--- src/rtl/r5p_pkg.sv ---
package r5p_pkg;

  ////////////////////////////////////////
  // widths
  ////////////////////////////////////////

  // register and address width
  localparam int unsigned xlen = 32;

  // register value, address, bus data
  typedef logic [xlen-1:0] xw_t;
  // register index
  typedef logic [4:0] reg_adr_t;
  // raw instruction word
  typedef logic [31:0] ins_t;

  // reset pc
  localparam xw_t pc0 = '0;

  ////////////////////////////////////////
  // opcodes
  ////////////////////////////////////////

  // bits [6:0] of the instruction word
  localparam logic [6:0] opc_op    = 7'b0110011;
  localparam logic [6:0] opc_imm   = 7'b0010011;
  localparam logic [6:0] opc_lui   = 7'b0110111;
  localparam logic [6:0] opc_auipc = 7'b0010111;
  localparam logic [6:0] opc_jal   = 7'b1101111;
  localparam logic [6:0] opc_jalr  = 7'b1100111;
  localparam logic [6:0] opc_br    = 7'b1100011;
  localparam logic [6:0] opc_ld    = 7'b0000011;
  localparam logic [6:0] opc_st    = 7'b0100011;

  ////////////////////////////////////////
  // control enums
  ////////////////////////////////////////

  // next pc source
  typedef enum logic [1:0] {pc_inc, pc_jal, pc_jalr, pc_br} pc_sel_t;

  // alu operand 1, zero for lui
  typedef enum logic [1:0] {a1_rs1, a1_pc, a1_zero} a1_sel_t;

  // alu operand 2
  typedef enum logic {a2_rs2, a2_imm} a2_sel_t;

  // alu function
  typedef enum logic [3:0] {
    op_add, op_sub, op_and, op_or, op_xor,
    op_slt, op_sltu, op_sll, op_srl, op_sra
  } alu_op_t;

  // branch condition
  typedef enum logic [2:0] {br_eq, br_ne, br_lt, br_ge, br_ltu, br_geu} br_op_t;

  // write-back source, none means no register write
  typedef enum logic [1:0] {wb_none, wb_alu, wb_ld, wb_pc4} wb_sel_t;

endpackage

--- src/rtl/r5p_fetch.sv ---
`timescale 1ns/10ps

module r5p_fetch (
  input  logic             clk,
  input  logic             rst,
  input  logic             if_ack,
  input  logic             stall,
  input  r5p_pkg::pc_sel_t pc_sel,
  input  logic             taken,
  input  r5p_pkg::xw_t     tgt,
  output r5p_pkg::xw_t     pc,
  output logic             if_req,
  output r5p_pkg::xw_t     if_adr
);

  import r5p_pkg::*;

  xw_t pc_inc4;
  xw_t pcn;

  // sequential successor
  assign pc_inc4 = pc + xw_t'(4);

  // next pc, held while no word is present or a memory access waits
  always_comb begin
    if (!if_ack || stall) begin
      pcn = pc;
    end else begin
      case (pc_sel)
        pc_jal:  pcn = tgt;
        // jalr clears bit 0 of the target
        pc_jalr: pcn = {tgt[xlen-1:1], 1'b0};
        pc_br:   pcn = taken ? tgt : pc_inc4;
        default: pcn = pc_inc4;
      endcase
    end
  end

  // request goes high on the first edge after reset and stays
  always_ff @(posedge clk or posedge rst) begin
    if (rst) begin
      if_req <= 1'b0;
      pc     <= pc0;
    end else begin
      if_req <= 1'b1;
      pc     <= pcn;
    end
  end

  // memory samples next pc, word returns with the next ack
  assign if_adr = pcn;

endmodule

--- src/rtl/r5p_decode.sv ---
`timescale 1ns/10ps

module r5p_decode (
  input  r5p_pkg::ins_t     ins,
  output r5p_pkg::reg_adr_t rs1_adr,
  output r5p_pkg::reg_adr_t rs2_adr,
  output r5p_pkg::reg_adr_t rd_adr,
  output r5p_pkg::xw_t      imm,
  output r5p_pkg::pc_sel_t  pc_sel,
  output r5p_pkg::a1_sel_t  a1_sel,
  output r5p_pkg::a2_sel_t  a2_sel,
  output r5p_pkg::alu_op_t  alu_op,
  output r5p_pkg::br_op_t   br_op,
  output r5p_pkg::wb_sel_t  wb_sel,
  output logic              ld,
  output logic              st
);

  import r5p_pkg::*;

  logic [6:0] opc;
  logic [2:0] funct3;
  logic [6:0] funct7;
  xw_t        imm_i;
  xw_t        imm_s;
  xw_t        imm_b;
  xw_t        imm_u;
  xw_t        imm_j;
  alu_op_t    alu_f3;

  ////////////////////////////////////////
  // fields
  ////////////////////////////////////////

  assign opc     = ins[6:0];
  assign rd_adr  = ins[11:7];
  assign funct3  = ins[14:12];
  assign rs1_adr = ins[19:15];
  assign rs2_adr = ins[24:20];
  assign funct7  = ins[31:25];

  // immediates, all sign extended from bit 31
  assign imm_i = {{20{ins[31]}}, ins[31:20]};
  assign imm_s = {{20{ins[31]}}, ins[31:25], ins[11:7]};
  assign imm_b = {{19{ins[31]}}, ins[31], ins[7], ins[30:25], ins[11:8], 1'b0};
  assign imm_u = {ins[31:12], 12'h000};
  assign imm_j = {{11{ins[31]}}, ins[31], ins[19:12], ins[20], ins[30:21], 1'b0};

  ////////////////////////////////////////
  // alu and branch functions
  ////////////////////////////////////////

  // funct3 map shared by register and immediate forms
  always_comb begin
    case (funct3)
      // no subi, bit 30 belongs to the immediate there
      3'b000:  alu_f3 = (opc == opc_op && funct7[5]) ? op_sub : op_add;
      3'b001:  alu_f3 = op_sll;
      3'b010:  alu_f3 = op_slt;
      3'b011:  alu_f3 = op_sltu;
      3'b100:  alu_f3 = op_xor;
      3'b101:  alu_f3 = funct7[5] ? op_sra : op_srl;
      3'b110:  alu_f3 = op_or;
      default: alu_f3 = op_and;
    endcase
  end

  always_comb begin
    case (funct3)
      3'b001:  br_op = br_ne;
      3'b100:  br_op = br_lt;
      3'b101:  br_op = br_ge;
      3'b110:  br_op = br_ltu;
      3'b111:  br_op = br_geu;
      default: br_op = br_eq;
    endcase
  end

  ////////////////////////////////////////
  // main decode
  ////////////////////////////////////////

  always_comb begin
    // defaults give a no-op
    pc_sel = pc_inc;
    a1_sel = a1_rs1;
    a2_sel = a2_rs2;
    alu_op = op_add;
    wb_sel = wb_none;
    imm    = '0;
    ld     = 1'b0;
    st     = 1'b0;
    case (opc)
      opc_op: begin
        alu_op = alu_f3;
        wb_sel = wb_alu;
      end
      opc_imm: begin
        a2_sel = a2_imm;
        imm    = imm_i;
        alu_op = alu_f3;
        wb_sel = wb_alu;
      end
      opc_lui: begin
        a1_sel = a1_zero;
        a2_sel = a2_imm;
        imm    = imm_u;
        wb_sel = wb_alu;
      end
      opc_auipc: begin
        a1_sel = a1_pc;
        a2_sel = a2_imm;
        imm    = imm_u;
        wb_sel = wb_alu;
      end
      // a1_pc also picks pc as target adder base
      opc_jal: begin
        pc_sel = pc_jal;
        a1_sel = a1_pc;
        imm    = imm_j;
        wb_sel = wb_pc4;
      end
      opc_jalr: begin
        pc_sel = pc_jalr;
        imm    = imm_i;
        wb_sel = wb_pc4;
      end
      opc_br: begin
        pc_sel = pc_br;
        a1_sel = a1_pc;
        imm    = imm_b;
      end
      opc_ld: begin
        imm    = imm_i;
        ld     = 1'b1;
        wb_sel = wb_ld;
      end
      opc_st: begin
        imm    = imm_s;
        st     = 1'b1;
      end
      default: begin
        // unknown opcode, defaults stand
      end
    endcase
  end

endmodule

--- src/rtl/r5p_gpr.sv ---
`timescale 1ns/10ps

module r5p_gpr (
  input  logic              clk,
  input  logic              rst,
  input  r5p_pkg::reg_adr_t rs1_adr,
  input  r5p_pkg::reg_adr_t rs2_adr,
  input  r5p_pkg::reg_adr_t rd_adr,
  input  logic              wen,
  input  r5p_pkg::xw_t      rd_dat,
  output r5p_pkg::xw_t      rs1,
  output r5p_pkg::xw_t      rs2
);

  import r5p_pkg::*;

  // register array, entry 0 never written
  xw_t regs [32];

  // one write per edge, x0 ignored
  always_ff @(posedge clk or posedge rst) begin
    if (rst) begin
      for (int i = 0; i < 32; i++) begin
        regs[i] <= '0;
      end
    end else if (wen && rd_adr != '0) begin
      regs[rd_adr] <= rd_dat;
    end
  end

  // asynchronous reads
  assign rs1 = (rs1_adr == '0) ? '0 : regs[rs1_adr];
  assign rs2 = (rs2_adr == '0) ? '0 : regs[rs2_adr];

endmodule

--- src/rtl/r5p_execute.sv ---
`timescale 1ns/10ps

module r5p_execute (
  input  r5p_pkg::xw_t     pc,
  input  r5p_pkg::xw_t     rs1,
  input  r5p_pkg::xw_t     rs2,
  input  r5p_pkg::xw_t     imm,
  input  r5p_pkg::a1_sel_t a1_sel,
  input  r5p_pkg::a2_sel_t a2_sel,
  input  r5p_pkg::alu_op_t alu_op,
  input  r5p_pkg::br_op_t  br_op,
  output r5p_pkg::xw_t     res,
  output r5p_pkg::xw_t     sum,
  output logic             taken
);

  import r5p_pkg::*;

  xw_t        op1;
  xw_t        op2;
  logic [4:0] shamt;

  ////////////////////////////////////////
  // operands
  ////////////////////////////////////////

  always_comb begin
    case (a1_sel)
      a1_pc:   op1 = pc;
      a1_zero: op1 = '0;
      default: op1 = rs1;
    endcase
  end

  assign op2 = (a2_sel == a2_imm) ? imm : rs2;

  // low 5 bits only
  assign shamt = op2[4:0];

  ////////////////////////////////////////
  // alu
  ////////////////////////////////////////

  always_comb begin
    case (alu_op)
      op_sub:  res = op1 - op2;
      op_and:  res = op1 & op2;
      op_or:   res = op1 | op2;
      op_xor:  res = op1 ^ op2;
      op_slt:  res = xw_t'($signed(op1) < $signed(op2));
      op_sltu: res = xw_t'(op1 < op2);
      op_sll:  res = op1 << shamt;
      op_srl:  res = op1 >> shamt;
      op_sra:  res = xw_t'($signed(op1) >>> shamt);
      default: res = op1 + op2;
    endcase
  end

  // target and memory address
  // pc base for jal and branches, rs1 for jalr and memory
  assign sum = ((a1_sel == a1_pc) ? pc : rs1) + imm;

  // branch comparator, fetch looks at it only for branches
  always_comb begin
    case (br_op)
      br_ne:   taken = (rs1 != rs2);
      br_lt:   taken = ($signed(rs1) < $signed(rs2));
      br_ge:   taken = ($signed(rs1) >= $signed(rs2));
      br_ltu:  taken = (rs1 < rs2);
      br_geu:  taken = (rs1 >= rs2);
      default: taken = (rs1 == rs2);
    endcase
  end

endmodule

--- src/rtl/r5p_lsu.sv ---
`timescale 1ns/10ps

module r5p_lsu (
  input  logic             if_ack,
  input  logic             ld,
  input  logic             st,
  input  r5p_pkg::wb_sel_t wb_sel,
  input  r5p_pkg::xw_t     sum,
  input  r5p_pkg::xw_t     rs2,
  input  r5p_pkg::xw_t     res,
  input  r5p_pkg::xw_t     pc,
  input  r5p_pkg::xw_t     ls_rdt,
  input  logic             ls_ack,
  output logic             ls_req,
  output logic             ls_wen,
  output r5p_pkg::xw_t     ls_adr,
  output logic [3:0]       ls_sel,
  output r5p_pkg::xw_t     ls_wdt,
  output logic             stall,
  output logic             wen,
  output r5p_pkg::xw_t     rd_dat
);

  import r5p_pkg::*;

  // memory instruction currently present
  logic mem;

  assign mem = if_ack & (ld | st);

  // data bus, word access only
  assign ls_req = mem;
  assign ls_wen = if_ack & st;
  assign ls_adr = sum;
  assign ls_sel = 4'b1111;
  assign ls_wdt = rs2;

  // hold until the data memory answers
  assign stall = mem & ~ls_ack;

  // write only in the completing cycle
  assign wen = if_ack & ~stall & (wb_sel != wb_none);

  always_comb begin
    case (wb_sel)
      wb_ld:   rd_dat = ls_rdt;
      wb_pc4:  rd_dat = pc + xw_t'(4);
      default: rd_dat = res;
    endcase
  end

endmodule

--- src/rtl/r5p_core.sv ---
`timescale 1ns/10ps

module r5p_core (
  input  logic          clk,
  input  logic          rst,
  // program bus
  output logic          if_req,
  output r5p_pkg::xw_t  if_adr,
  input  r5p_pkg::ins_t if_rdt,
  input  logic          if_ack,
  // data bus
  output logic          ls_req,
  output logic          ls_wen,
  output r5p_pkg::xw_t  ls_adr,
  output logic [3:0]    ls_sel,
  output r5p_pkg::xw_t  ls_wdt,
  input  r5p_pkg::xw_t  ls_rdt,
  input  logic          ls_ack
);

  import r5p_pkg::*;

  ////////////////////////////////////////
  // local signals
  ////////////////////////////////////////

  // fetch
  xw_t      pc;
  logic     stall;
  // decode
  reg_adr_t rs1_adr;
  reg_adr_t rs2_adr;
  reg_adr_t rd_adr;
  xw_t      imm;
  pc_sel_t  pc_sel;
  a1_sel_t  a1_sel;
  a2_sel_t  a2_sel;
  alu_op_t  alu_op;
  br_op_t   br_op;
  wb_sel_t  wb_sel;
  logic     ld;
  logic     st;
  // register file
  xw_t      rs1;
  xw_t      rs2;
  logic     wen;
  xw_t      rd_dat;
  // execute
  xw_t      res;
  xw_t      sum;
  logic     taken;

  ////////////////////////////////////////
  // stages
  ////////////////////////////////////////

  r5p_fetch u_fetch (
    .clk    (clk),
    .rst    (rst),
    .if_ack (if_ack),
    .stall  (stall),
    .pc_sel (pc_sel),
    .taken  (taken),
    .tgt    (sum),
    .pc     (pc),
    .if_req (if_req),
    .if_adr (if_adr)
  );

  // instruction word straight from the bus
  r5p_decode u_decode (
    .ins     (if_rdt),
    .rs1_adr (rs1_adr),
    .rs2_adr (rs2_adr),
    .rd_adr  (rd_adr),
    .imm     (imm),
    .pc_sel  (pc_sel),
    .a1_sel  (a1_sel),
    .a2_sel  (a2_sel),
    .alu_op  (alu_op),
    .br_op   (br_op),
    .wb_sel  (wb_sel),
    .ld      (ld),
    .st      (st)
  );

  r5p_gpr u_gpr (
    .clk     (clk),
    .rst     (rst),
    .rs1_adr (rs1_adr),
    .rs2_adr (rs2_adr),
    .rd_adr  (rd_adr),
    .wen     (wen),
    .rd_dat  (rd_dat),
    .rs1     (rs1),
    .rs2     (rs2)
  );

  r5p_execute u_execute (
    .pc     (pc),
    .rs1    (rs1),
    .rs2    (rs2),
    .imm    (imm),
    .a1_sel (a1_sel),
    .a2_sel (a2_sel),
    .alu_op (alu_op),
    .br_op  (br_op),
    .res    (res),
    .sum    (sum),
    .taken  (taken)
  );

  // memory access and write-back
  r5p_lsu u_lsu (
    .if_ack (if_ack),
    .ld     (ld),
    .st     (st),
    .wb_sel (wb_sel),
    .sum    (sum),
    .rs2    (rs2),
    .res    (res),
    .pc     (pc),
    .ls_rdt (ls_rdt),
    .ls_ack (ls_ack),
    .ls_req (ls_req),
    .ls_wen (ls_wen),
    .ls_adr (ls_adr),
    .ls_sel (ls_sel),
    .ls_wdt (ls_wdt),
    .stall  (stall),
    .wen    (wen),
    .rd_dat (rd_dat)
  );

endmodule

--- config.mk ---
export PLATFORM = sky130hd
export DESIGN_NAME = r5p_core
export DESIGN_NICKNAME = d
export VERILOG_FILES = /design/src/rtl/r5p_pkg.sv /design/src/rtl/r5p_fetch.sv /design/src/rtl/r5p_decode.sv /design/src/rtl/r5p_gpr.sv /design/src/rtl/r5p_execute.sv /design/src/rtl/r5p_lsu.sv /design/src/rtl/r5p_core.sv
export SDC_FILE = /design/constraint.sdc
export NUM_CORES = 2
export LEC_CHECK = 0
export BUFFER_PORTS_ARGS = -buffer_cell sky130_fd_sc_hd__buf_2
export CELL_PAD_IN_SITES_DETAIL_PLACEMENT = 0
export CELL_PAD_IN_SITES_GLOBAL_PLACEMENT = 1
export CORE_MARGIN = 5
export CORE_UTILIZATION = 30
export CTS_BUF_LIST = sky130_fd_sc_hd__clkbuf_8
export CTS_CLUSTER_SIZE = 30
export DETAILED_ROUTE_END_ITERATION = 10
export PLACE_DENSITY_LB_ADDON = 0.3
export SLEW_MARGIN = 20
export SYNTH_ARGS = -nofsm -noshare
export SYNTH_HDL_FRONTEND = slang
export SYNTH_SLANG_ARGS = --single-unit
--- constraint.sdc ---
create_clock -name clk -period 71.1 [get_ports clk]
set_clock_uncertainty 0.2 [all_clocks]
set_input_delay 10.665 -clock clk [delete_from_list [all_inputs] [get_ports clk]]
set_output_delay 10.665 -clock clk [all_outputs]
set_load 0.005 [all_outputs]
=== Word-level counts from Yosys, hierarchy flattened ===
Index checks and enable logic that the tools add are counted.

* Register bits: 1057
* Input bits: 68
* Output and inout bits: 103
* Word-level logic and storage cells: 153

* Add/sub/neg operators: 4
* Magnitude comparators: 10
* Eq/ne operators: 39
* Shift-type cells: 3
* Multiplexer cells: 32
* Bitwise logic cells: 14
* Reductions and logical operators: 17

{| class="wikitable"
|+ Operators with widths
! cell !! number
|-
| $bwmux 1024 || 1
|-
| $mux 32 || 11
|-
| $bmux 32 s5 || 2
|-
| $pmux 32 s9 || 1
|-
| $demux 32 s5 || 1
|-
| $pmux 32 s5 || 1
|-
| $lt 32x32->1 || 4
|-
| $pmux 32 s2 || 2
|-
| $pmux 32 s3 || 1
|-
| $add 32x32->32 || 2
|-
| $ge 32x32->1 || 2
|-
| $add 32x3->32 const B || 1
|-
| $and 32x32->32 || 1
|-
| $eq 32x32->1 || 1
|-
| $ne 32x32->1 || 1
|-
| $or 32x32->32 || 1
|-
| $shl 32x5->32 || 1
|-
| $shr 32x5->32 || 1
|-
| $sshr 32x5->32 || 1
|-
| $sub 32x32->32 || 1
|-
| $xor 32x32->32 || 1
|-
| $pmux 4 s7 || 1
|-
| $eq 7x6->1 const B || 3
|-
| $eq 7x7->1 const B || 3
|-
| 33 further kinds || 74
|}

=== Logic depth before layout (Yosys ltp) ===
* Word-level depth: 10
* Mapped depth: 29
* Mapped depth without buffers: 23

=== Cells and area by module ===
Synthesis repeated with hierarchy kept, for this count alone.

* Cells, all modules: 6212
* Area total of the unflattened synthesis: 72006.6 um^2

{| class="wikitable"
|+ Modules (own cells, without submodules)
! module !! instances !! cells each !! area an instance (um^2) !! seq. area each (um^2)
|-
| r5p_gpr || 1 || 3692 || 54732.5 || 25624.6
|-
| r5p_execute || 1 || 1879 || 12557.0 || 0.0
|-
| r5p_fetch || 1 || 257 || 2139.6 || 825.8
|-
| r5p_lsu || 1 || 272 || 1804.2 || 0.0
|-
| r5p_decode || 1 || 112 || 773.2 || 0.0
|}

=== Worst setup path after synthesis ===
Ideal clock, no wire load.

* Path type: input to output
* From: input port if_rdt[20]
* To: output port if_adr[10]
* Data arrival time: 16974 ps
* Data required time: 60235 ps
* Setup slack: 43261 ps
* Stages: 27
* Buffers on the path: 10
* Path through: buf_6 -> buf_6 -> buf_4 -> buf_2 -> buf_2 -> buf_2 -> buf_2 -> buf_1 -> mux4_2 -> mux4_2 -> nand2_1 -> a21oi_1 -> inv_1 -> ha_1 -> a21o_1 -> a21o_1 -> a21o_1 -> a211oi_1 -> o31ai_1 -> a211oi_1 -> a22o_1 -> a31oi_1 -> o21ai_1 -> clkbuf_1 -> buf_1 -> a21oi_1 -> o21ai_0

* Longest elaborated chain between the ends: 10
* Elaborated cells on any way between the ends: 18
* Classes of those cells: 1 x add/sub; 4 x order compare; 2 x eq/ne; 9 x mux; 1 x bitwise; 1 x reduce/logical

{| class="wikitable"
|+ RTL lines
! element !! RTL line !! source
|-
| start: declaration || r5p_core.sv:9 || <nowiki>input r5p_pkg::ins_t if_rdt,</nowiki>
|-
| $not 5->6 (implied by the code) || r5p_gpr.sv:33 || <nowiki>assign rs2 = (rs2_adr == '0) ? '0 : regs[rs2_adr];</nowiki>
|-
| $bmux 32 s5 || r5p_gpr.sv:33 ||
|-
| $mux 32 (implied by the code) (2 in series) || r5p_gpr.sv:33 ||
|-
| $mux 32 (*) || r5p_gpr.sv:33 ||
|-
| via ls_wdt[17] || r5p_core.sv:16 || <nowiki>output r5p_pkg::xw_t ls_wdt,</nowiki>
|-
| $ge 32x32->1, or another cell as far along || r5p_execute.sv:70 || <nowiki>br_geu: taken = (rs1 >= rs2);</nowiki>
|-
| $pmux 1 s5 (*) || r5p_execute.sv:65 || <nowiki>case (br_op)</nowiki>
|-
| $mux 32 (*) || r5p_fetch.sv:33 || <nowiki>pc_br: pcn = taken ? tgt : pc_inc4;</nowiki>
|-
| $pmux 32 s3 (*) || r5p_fetch.sv:29 || <nowiki>case (pc_sel)</nowiki>
|-
| $mux 32 (*) || r5p_fetch.sv:26 || <nowiki>if (!if_ack || stall) begin</nowiki>
|-
| end: declaration || r5p_core.sv:8 || <nowiki>output r5p_pkg::xw_t if_adr,</nowiki>
|}

The timed path passes the listed nets; every way through them passes the cells marked *. The select of a mux whose other input is x is not followed.

=== Final worst setup path ===
* From: input port if_rdt[16]
* To: output port if_adr[24]

* Longest elaborated chain between the ends: 10
* Elaborated cells on any way between the ends: 19
* Classes of those cells: 1 x add/sub; 4 x order compare; 2 x eq/ne; 10 x mux; 1 x bitwise; 1 x reduce/logical

{| class="wikitable"
|+ RTL lines
! element !! RTL line !! source
|-
| $not 5->6 (implied by the code) || r5p_gpr.sv:32 || <nowiki>assign rs1 = (rs1_adr == '0) ? '0 : regs[rs1_adr];</nowiki>
|-
| $bmux 32 s5 || r5p_gpr.sv:32 ||
|-
| $mux 32 (implied by the code) (2 in series) || r5p_gpr.sv:32 ||
|-
| $mux 32 || r5p_gpr.sv:32 ||
|-
| $ge 32x32->1, or another cell as far along || r5p_execute.sv:70 ||
|-
| $pmux 1 s5 / $add 32x32->32 (equally long branches) || r5p_execute.sv:65, r5p_execute.sv:61 ||
|-
| $mux 32 || r5p_fetch.sv:33 ||
|-
| $pmux 32 s3 (*) || r5p_fetch.sv:29 ||
|-
| $mux 32 (*) || r5p_fetch.sv:26 ||
|}

Mark *: on every way between the ends. The rest lies on a longest branch, timed or not. The select of a mux whose other input is x is not followed.

==> impl_results.rst <==
.. list-table::
   :header-rows: 1

   * - Metric
     - Value
   * - Outcome
     - complete, no violations
   * - # DRC
     - 0
   * - Count of buffers from port buffering
     - 166
   * - Critical Setup Path Class
     - input pin to output pin
   * - Wirelength per Cell
     - 31.9 µm
   * - Via count of the first global-routing pass
     - 57200
   * - Critical Path Source Type
     - input pin
   * - Final period utilization
     - 42.2%
   * - Stages on the worst setup path
     - 23
   * - CP max stage cell
     - buf_4
   * - Crit path buffers/inverters
     - 7
   * - Total I/O pin count
     - 171
   * - Clock latency reported for the late side of the worst-skew pair
     - 1010 ps
   * - Via density per instance
     - 5.94
   * - Die span in x
     - 492 µm
   * - Maximum fanout encountered on the critical timing path
     - 81
   * - Final net count
     - 6858
   * - Placer congestion estimate
     - 0.982
   * - Rel. slew slack
     - 13.4%
   * - Start point of the critical path
     - if_rdt[16]
   * - Number of buffers inserted during clock tree synthesis
     - 189
   * - Floorplan row count
     - 177
   * - Final std cell area, no fill
     - 0.0775 mm²
   * - Post-synth top area share
     - 38.0%
   * - Area of placed instances
     - 0.0737 mm²
   * - Start of the worst register-to-register path
     - u_gpr.regs[768]
   * - Die Height
     - 492 µm
   * - Wire length of the first global-routing pass
     - 443000 µm
   * - Max clock buf depth
     - 3
   * - HP Class
     - flop to flop
   * - CTS tree
     - done
   * - Data required time at the worst endpoint
     - 60240 ps
   * - Post-detailed-routing wire length
     - 313000 µm
   * - Root buf cell
     - clkbuf_8
   * - Crit path arrival time
     - 19140 ps
   * - Clk pin slew, worst setup/hold paths
     - 50 ps
   * - Peak-usage layer in the global routing report
     - met2
   * - Post-synthesis cell count
     - 6728
   * - Cts hold-fix bufs
     - 0
   * - Sequential cell area in the final layout
     - 0.0265 mm²
   * - Fraction of met2 tracks used by global routing
     - 39.2%
   * - Worst-case setup slack after placement
     - 41130 ps
   * - Maximum number of pins on one net before global-route repair
     - 173
   * - Final worst slack
     - 41090 ps
   * - Slew @ Worst Pin
     - 1290 ps
   * - Number of warnings issued by yosys
     - 0
   * - Avg Synthesized Cell Area
     - 10.4 µm²
   * - Total number of vias
     - 58300
   * - Global-route total usage across every layer
     - 25.1%
   * - Cts repair resizes
     - 0
   * - Most frequent cell after synthesis
     - dfrtp_1
   * - Placeable core area
     - 0.232 mm²
   * - Synth async-reset ratio
     - 100%
   * - Detailed-router iteration count before antenna repair
     - 6
   * - Ratio of cells with drive above 1 in the final layout
     - 24.9%
   * - Grt total ovfl
     - 0
   * - Cell chain of the critical path
     - buf_8 -> buf_4 -> buf_4 -> buf_4 -> mux2i_1 -> a22oi_1 -> a21oi_1 -> nor4_1 -> ha_1 -> a21o_1 -> a21o_1 -> a211o_1 -> o211ai_1 -> a21oi_1 -> a211oi_1 -> a22o_1 -> a31oi_1 -> o21ai_4 -> buf_4 -> buf_4 -> and2_1 -> a221o_1 -> buf_2
   * - Met3 track demand over resource in global routing
     - 4.44%
   * - Antenna violations before repair
     - 20
   * - Worst flop-to-flop path endpoint
     - u_gpr.regs[528]
   * - Sequential share of the synthesized area
     - 38.0%
   * - Reg2Reg Setup Slack
     - 62800 ps
   * - Setup violation total in the final timing report
     - 0
   * - Maximum VDD drop
     - 0.0157 mV
   * - Number of distinct standard cells referenced by the synthesized netlist
     - 102
   * - Fin. max-slew vios
     - 0
   * - Hold Vio Cnt, Final
     - 0
   * - Max Cap Viol
     - 0
   * - Synth top cells by count
     - dfrtp_1, nand2_1, o21ai_0, clkbuf_1, mux2i_1
   * - Initial core utilization
     - 30.1%
   * - Relative area change from synthesis to final layout
     - 11.3%
   * - Most numerous cell on the critical path
     - buf_4
   * - TritonCTS Sinks
     - 1057
   * - Synth Register Bits
     - 1057
   * - Worst hold slack after final layout
     - 177 ps
   * - Detailed Route Iter0 Violations
     - 6211
   * - Combined area of the multi-input logic cells
     - 0.0404 mm²
   * - Final period demand of the worst path
     - 30010 ps
   * - Met1 usage in global routing
     - 34.1%
   * - Sum of negative setup slack
     - 0 ps
   * - Ys flop type
     - dfrtp_1
   * - Cell type contributing the most total cell area after synthesis
     - dfrtp_1
   * - Total Die Area
     - 0.242 mm²
   * - Residual antenna-violating net count after detailed routing
     - 0
   * - Fmax
     - 33.3 MHz
   * - Static Leakage
     - 0.0348 µW
   * - Capture point of the worst path
     - if_adr[24]
   * - Number of levels in the clock H-tree
     - 4
   * - Area of the mapped netlist
     - 0.0697 mm²
   * - Capturing element type of the critical path
     - output pin
   * - Number of flops mapped to enable cells by yosys
     - 0
   * - Cell types occupying the most area after synthesis
     - dfrtp_1, mux4_2, mux2_2, mux2i_1, nand2_1
   * - Critical Path Max Stage Delay
     - 820 ps
   * - Power per unit of standard cell area
     - 19.6 mW/mm²
   * - Dpl hpwl
     - 206000 µm
   * - Setup repair after global routing missed its margin
     - false
   * - Family with the most delay on the worst path
     - buffers and inverters
   * - Post-CTS setup buffer count
     - 0
   * - Fill cell total of the finished layout
     - 23500
   * - Depth of the worst register-to-register path
     - 21
==> worst register-to-register path: cells and delay by family (launching register included) <==
family	cells	cell delay [ps]
compound gates	11	4370
fa+ha+maj	2	730
buf+inv	3	930
flops	1	400
mux	2	910
simple gates	3	620
==> kinds of logic (layout without fill, tap and decap cells) <==
logic type / Yosys count / after routing / synth area share [%]
AOI/OAI and AO/OA: 1773 / 1773 / 16.6
and+or+nand+nor: 1508 / 1508 / 9.46
muxes: 1313 / 1313 / 26.9
DFF: 1057 / 1057 / 38.0
buffers and inverters: 833 / 864 / 5.08
adders and majority gates: 165 / 165 / 2.99
xor gates and xnor gates: 78 / 78 / 0.980
other: 1 / 12 / 0.00538
==> flip-flops by register name (all words and copies together) (netlist names) <==
name / flops
u_gpr.regs: 1024
u_fetch.pc: 32
u_fetch.if_req: 1
==> power by group <==
group	switching, µW	internal, µW	total, µW
Sequential	13.9	619	632
Clock	280	305	585
Combinational	207	94.7	301
Total	500	1020	1520
==> per-stage QoR <==
stage	power [µW]	cells	utilization, %
2_1_floorplan	816	6732	-
3_3_place_gp	937	9475	31.8
3_5_place_dp	937	9475	31.8
4_1_cts	1530	9804	33.4
5_1_grt	1580	9810	33.4
6_report	1520	9813	33.4
==> metal layers <==
layer	vias to the layer above	wire length (µm)
met5	-	21
met4	4	16200
met3	592	23200
met2	2653	141000
met1	30200	132000
li1	24900	-
==> how the worst min path moves through the flow <==
stage | startpoint | endpoint | slack (ps) | depth (start not counted)
global route | u_gpr.regs[996] | u_gpr.regs[996] | 190 | 0
CTS | u_gpr.regs[996] | u_gpr.regs[996] | 180 | 0
floorplan | u_gpr.regs[996] | u_gpr.regs[996] | 230 | 1
finish | u_gpr.regs[996] | u_gpr.regs[996] | 180 | 0
detailed placement | u_gpr.regs[996] | u_gpr.regs[996] | 170 | 0
global placement | u_gpr.regs[996] | u_gpr.regs[996] | 170 | 0
==> layout make-up <==
type / instances / area share (%)
antenna: 7 / 0.0226
clock buffer: 232 / 4.12
clock inverter: 97 / 0.737
inverter: 159 / 0.786
multi-input combinational: 4842 / 52.1
sequential: 1057 / 34.1
tap: 3043 / 4.91
timing repair buffer: 376 / 3.24
==> cell usage in the layout, fill, tap and decap left out, types with 28 or more instances in the layout <==
cell and instances:
o21ai_1 50, xnor2_1 59, a22o_1 47, nand2_4 29, mux2i_1 463, clkbuf_8 233, mux2_2 446, nor4_1 38
buf_2 159, a211oi_1 54, o21ai_0 580, inv_1 209, nand2_1 878, nand3_1 84, o211ai_1 33, o31ai_1 144
o221ai_1 55, dfrtp_1 1057, nor3_1 61, buf_4 205, a21o_1 53, a21oi_1 271, ha_1 161, mux4_2 402
nor2_1 188, a31oi_1 28, o21ai_2 34, a22oi_1 162
Power figures use the tool's default switching activity.
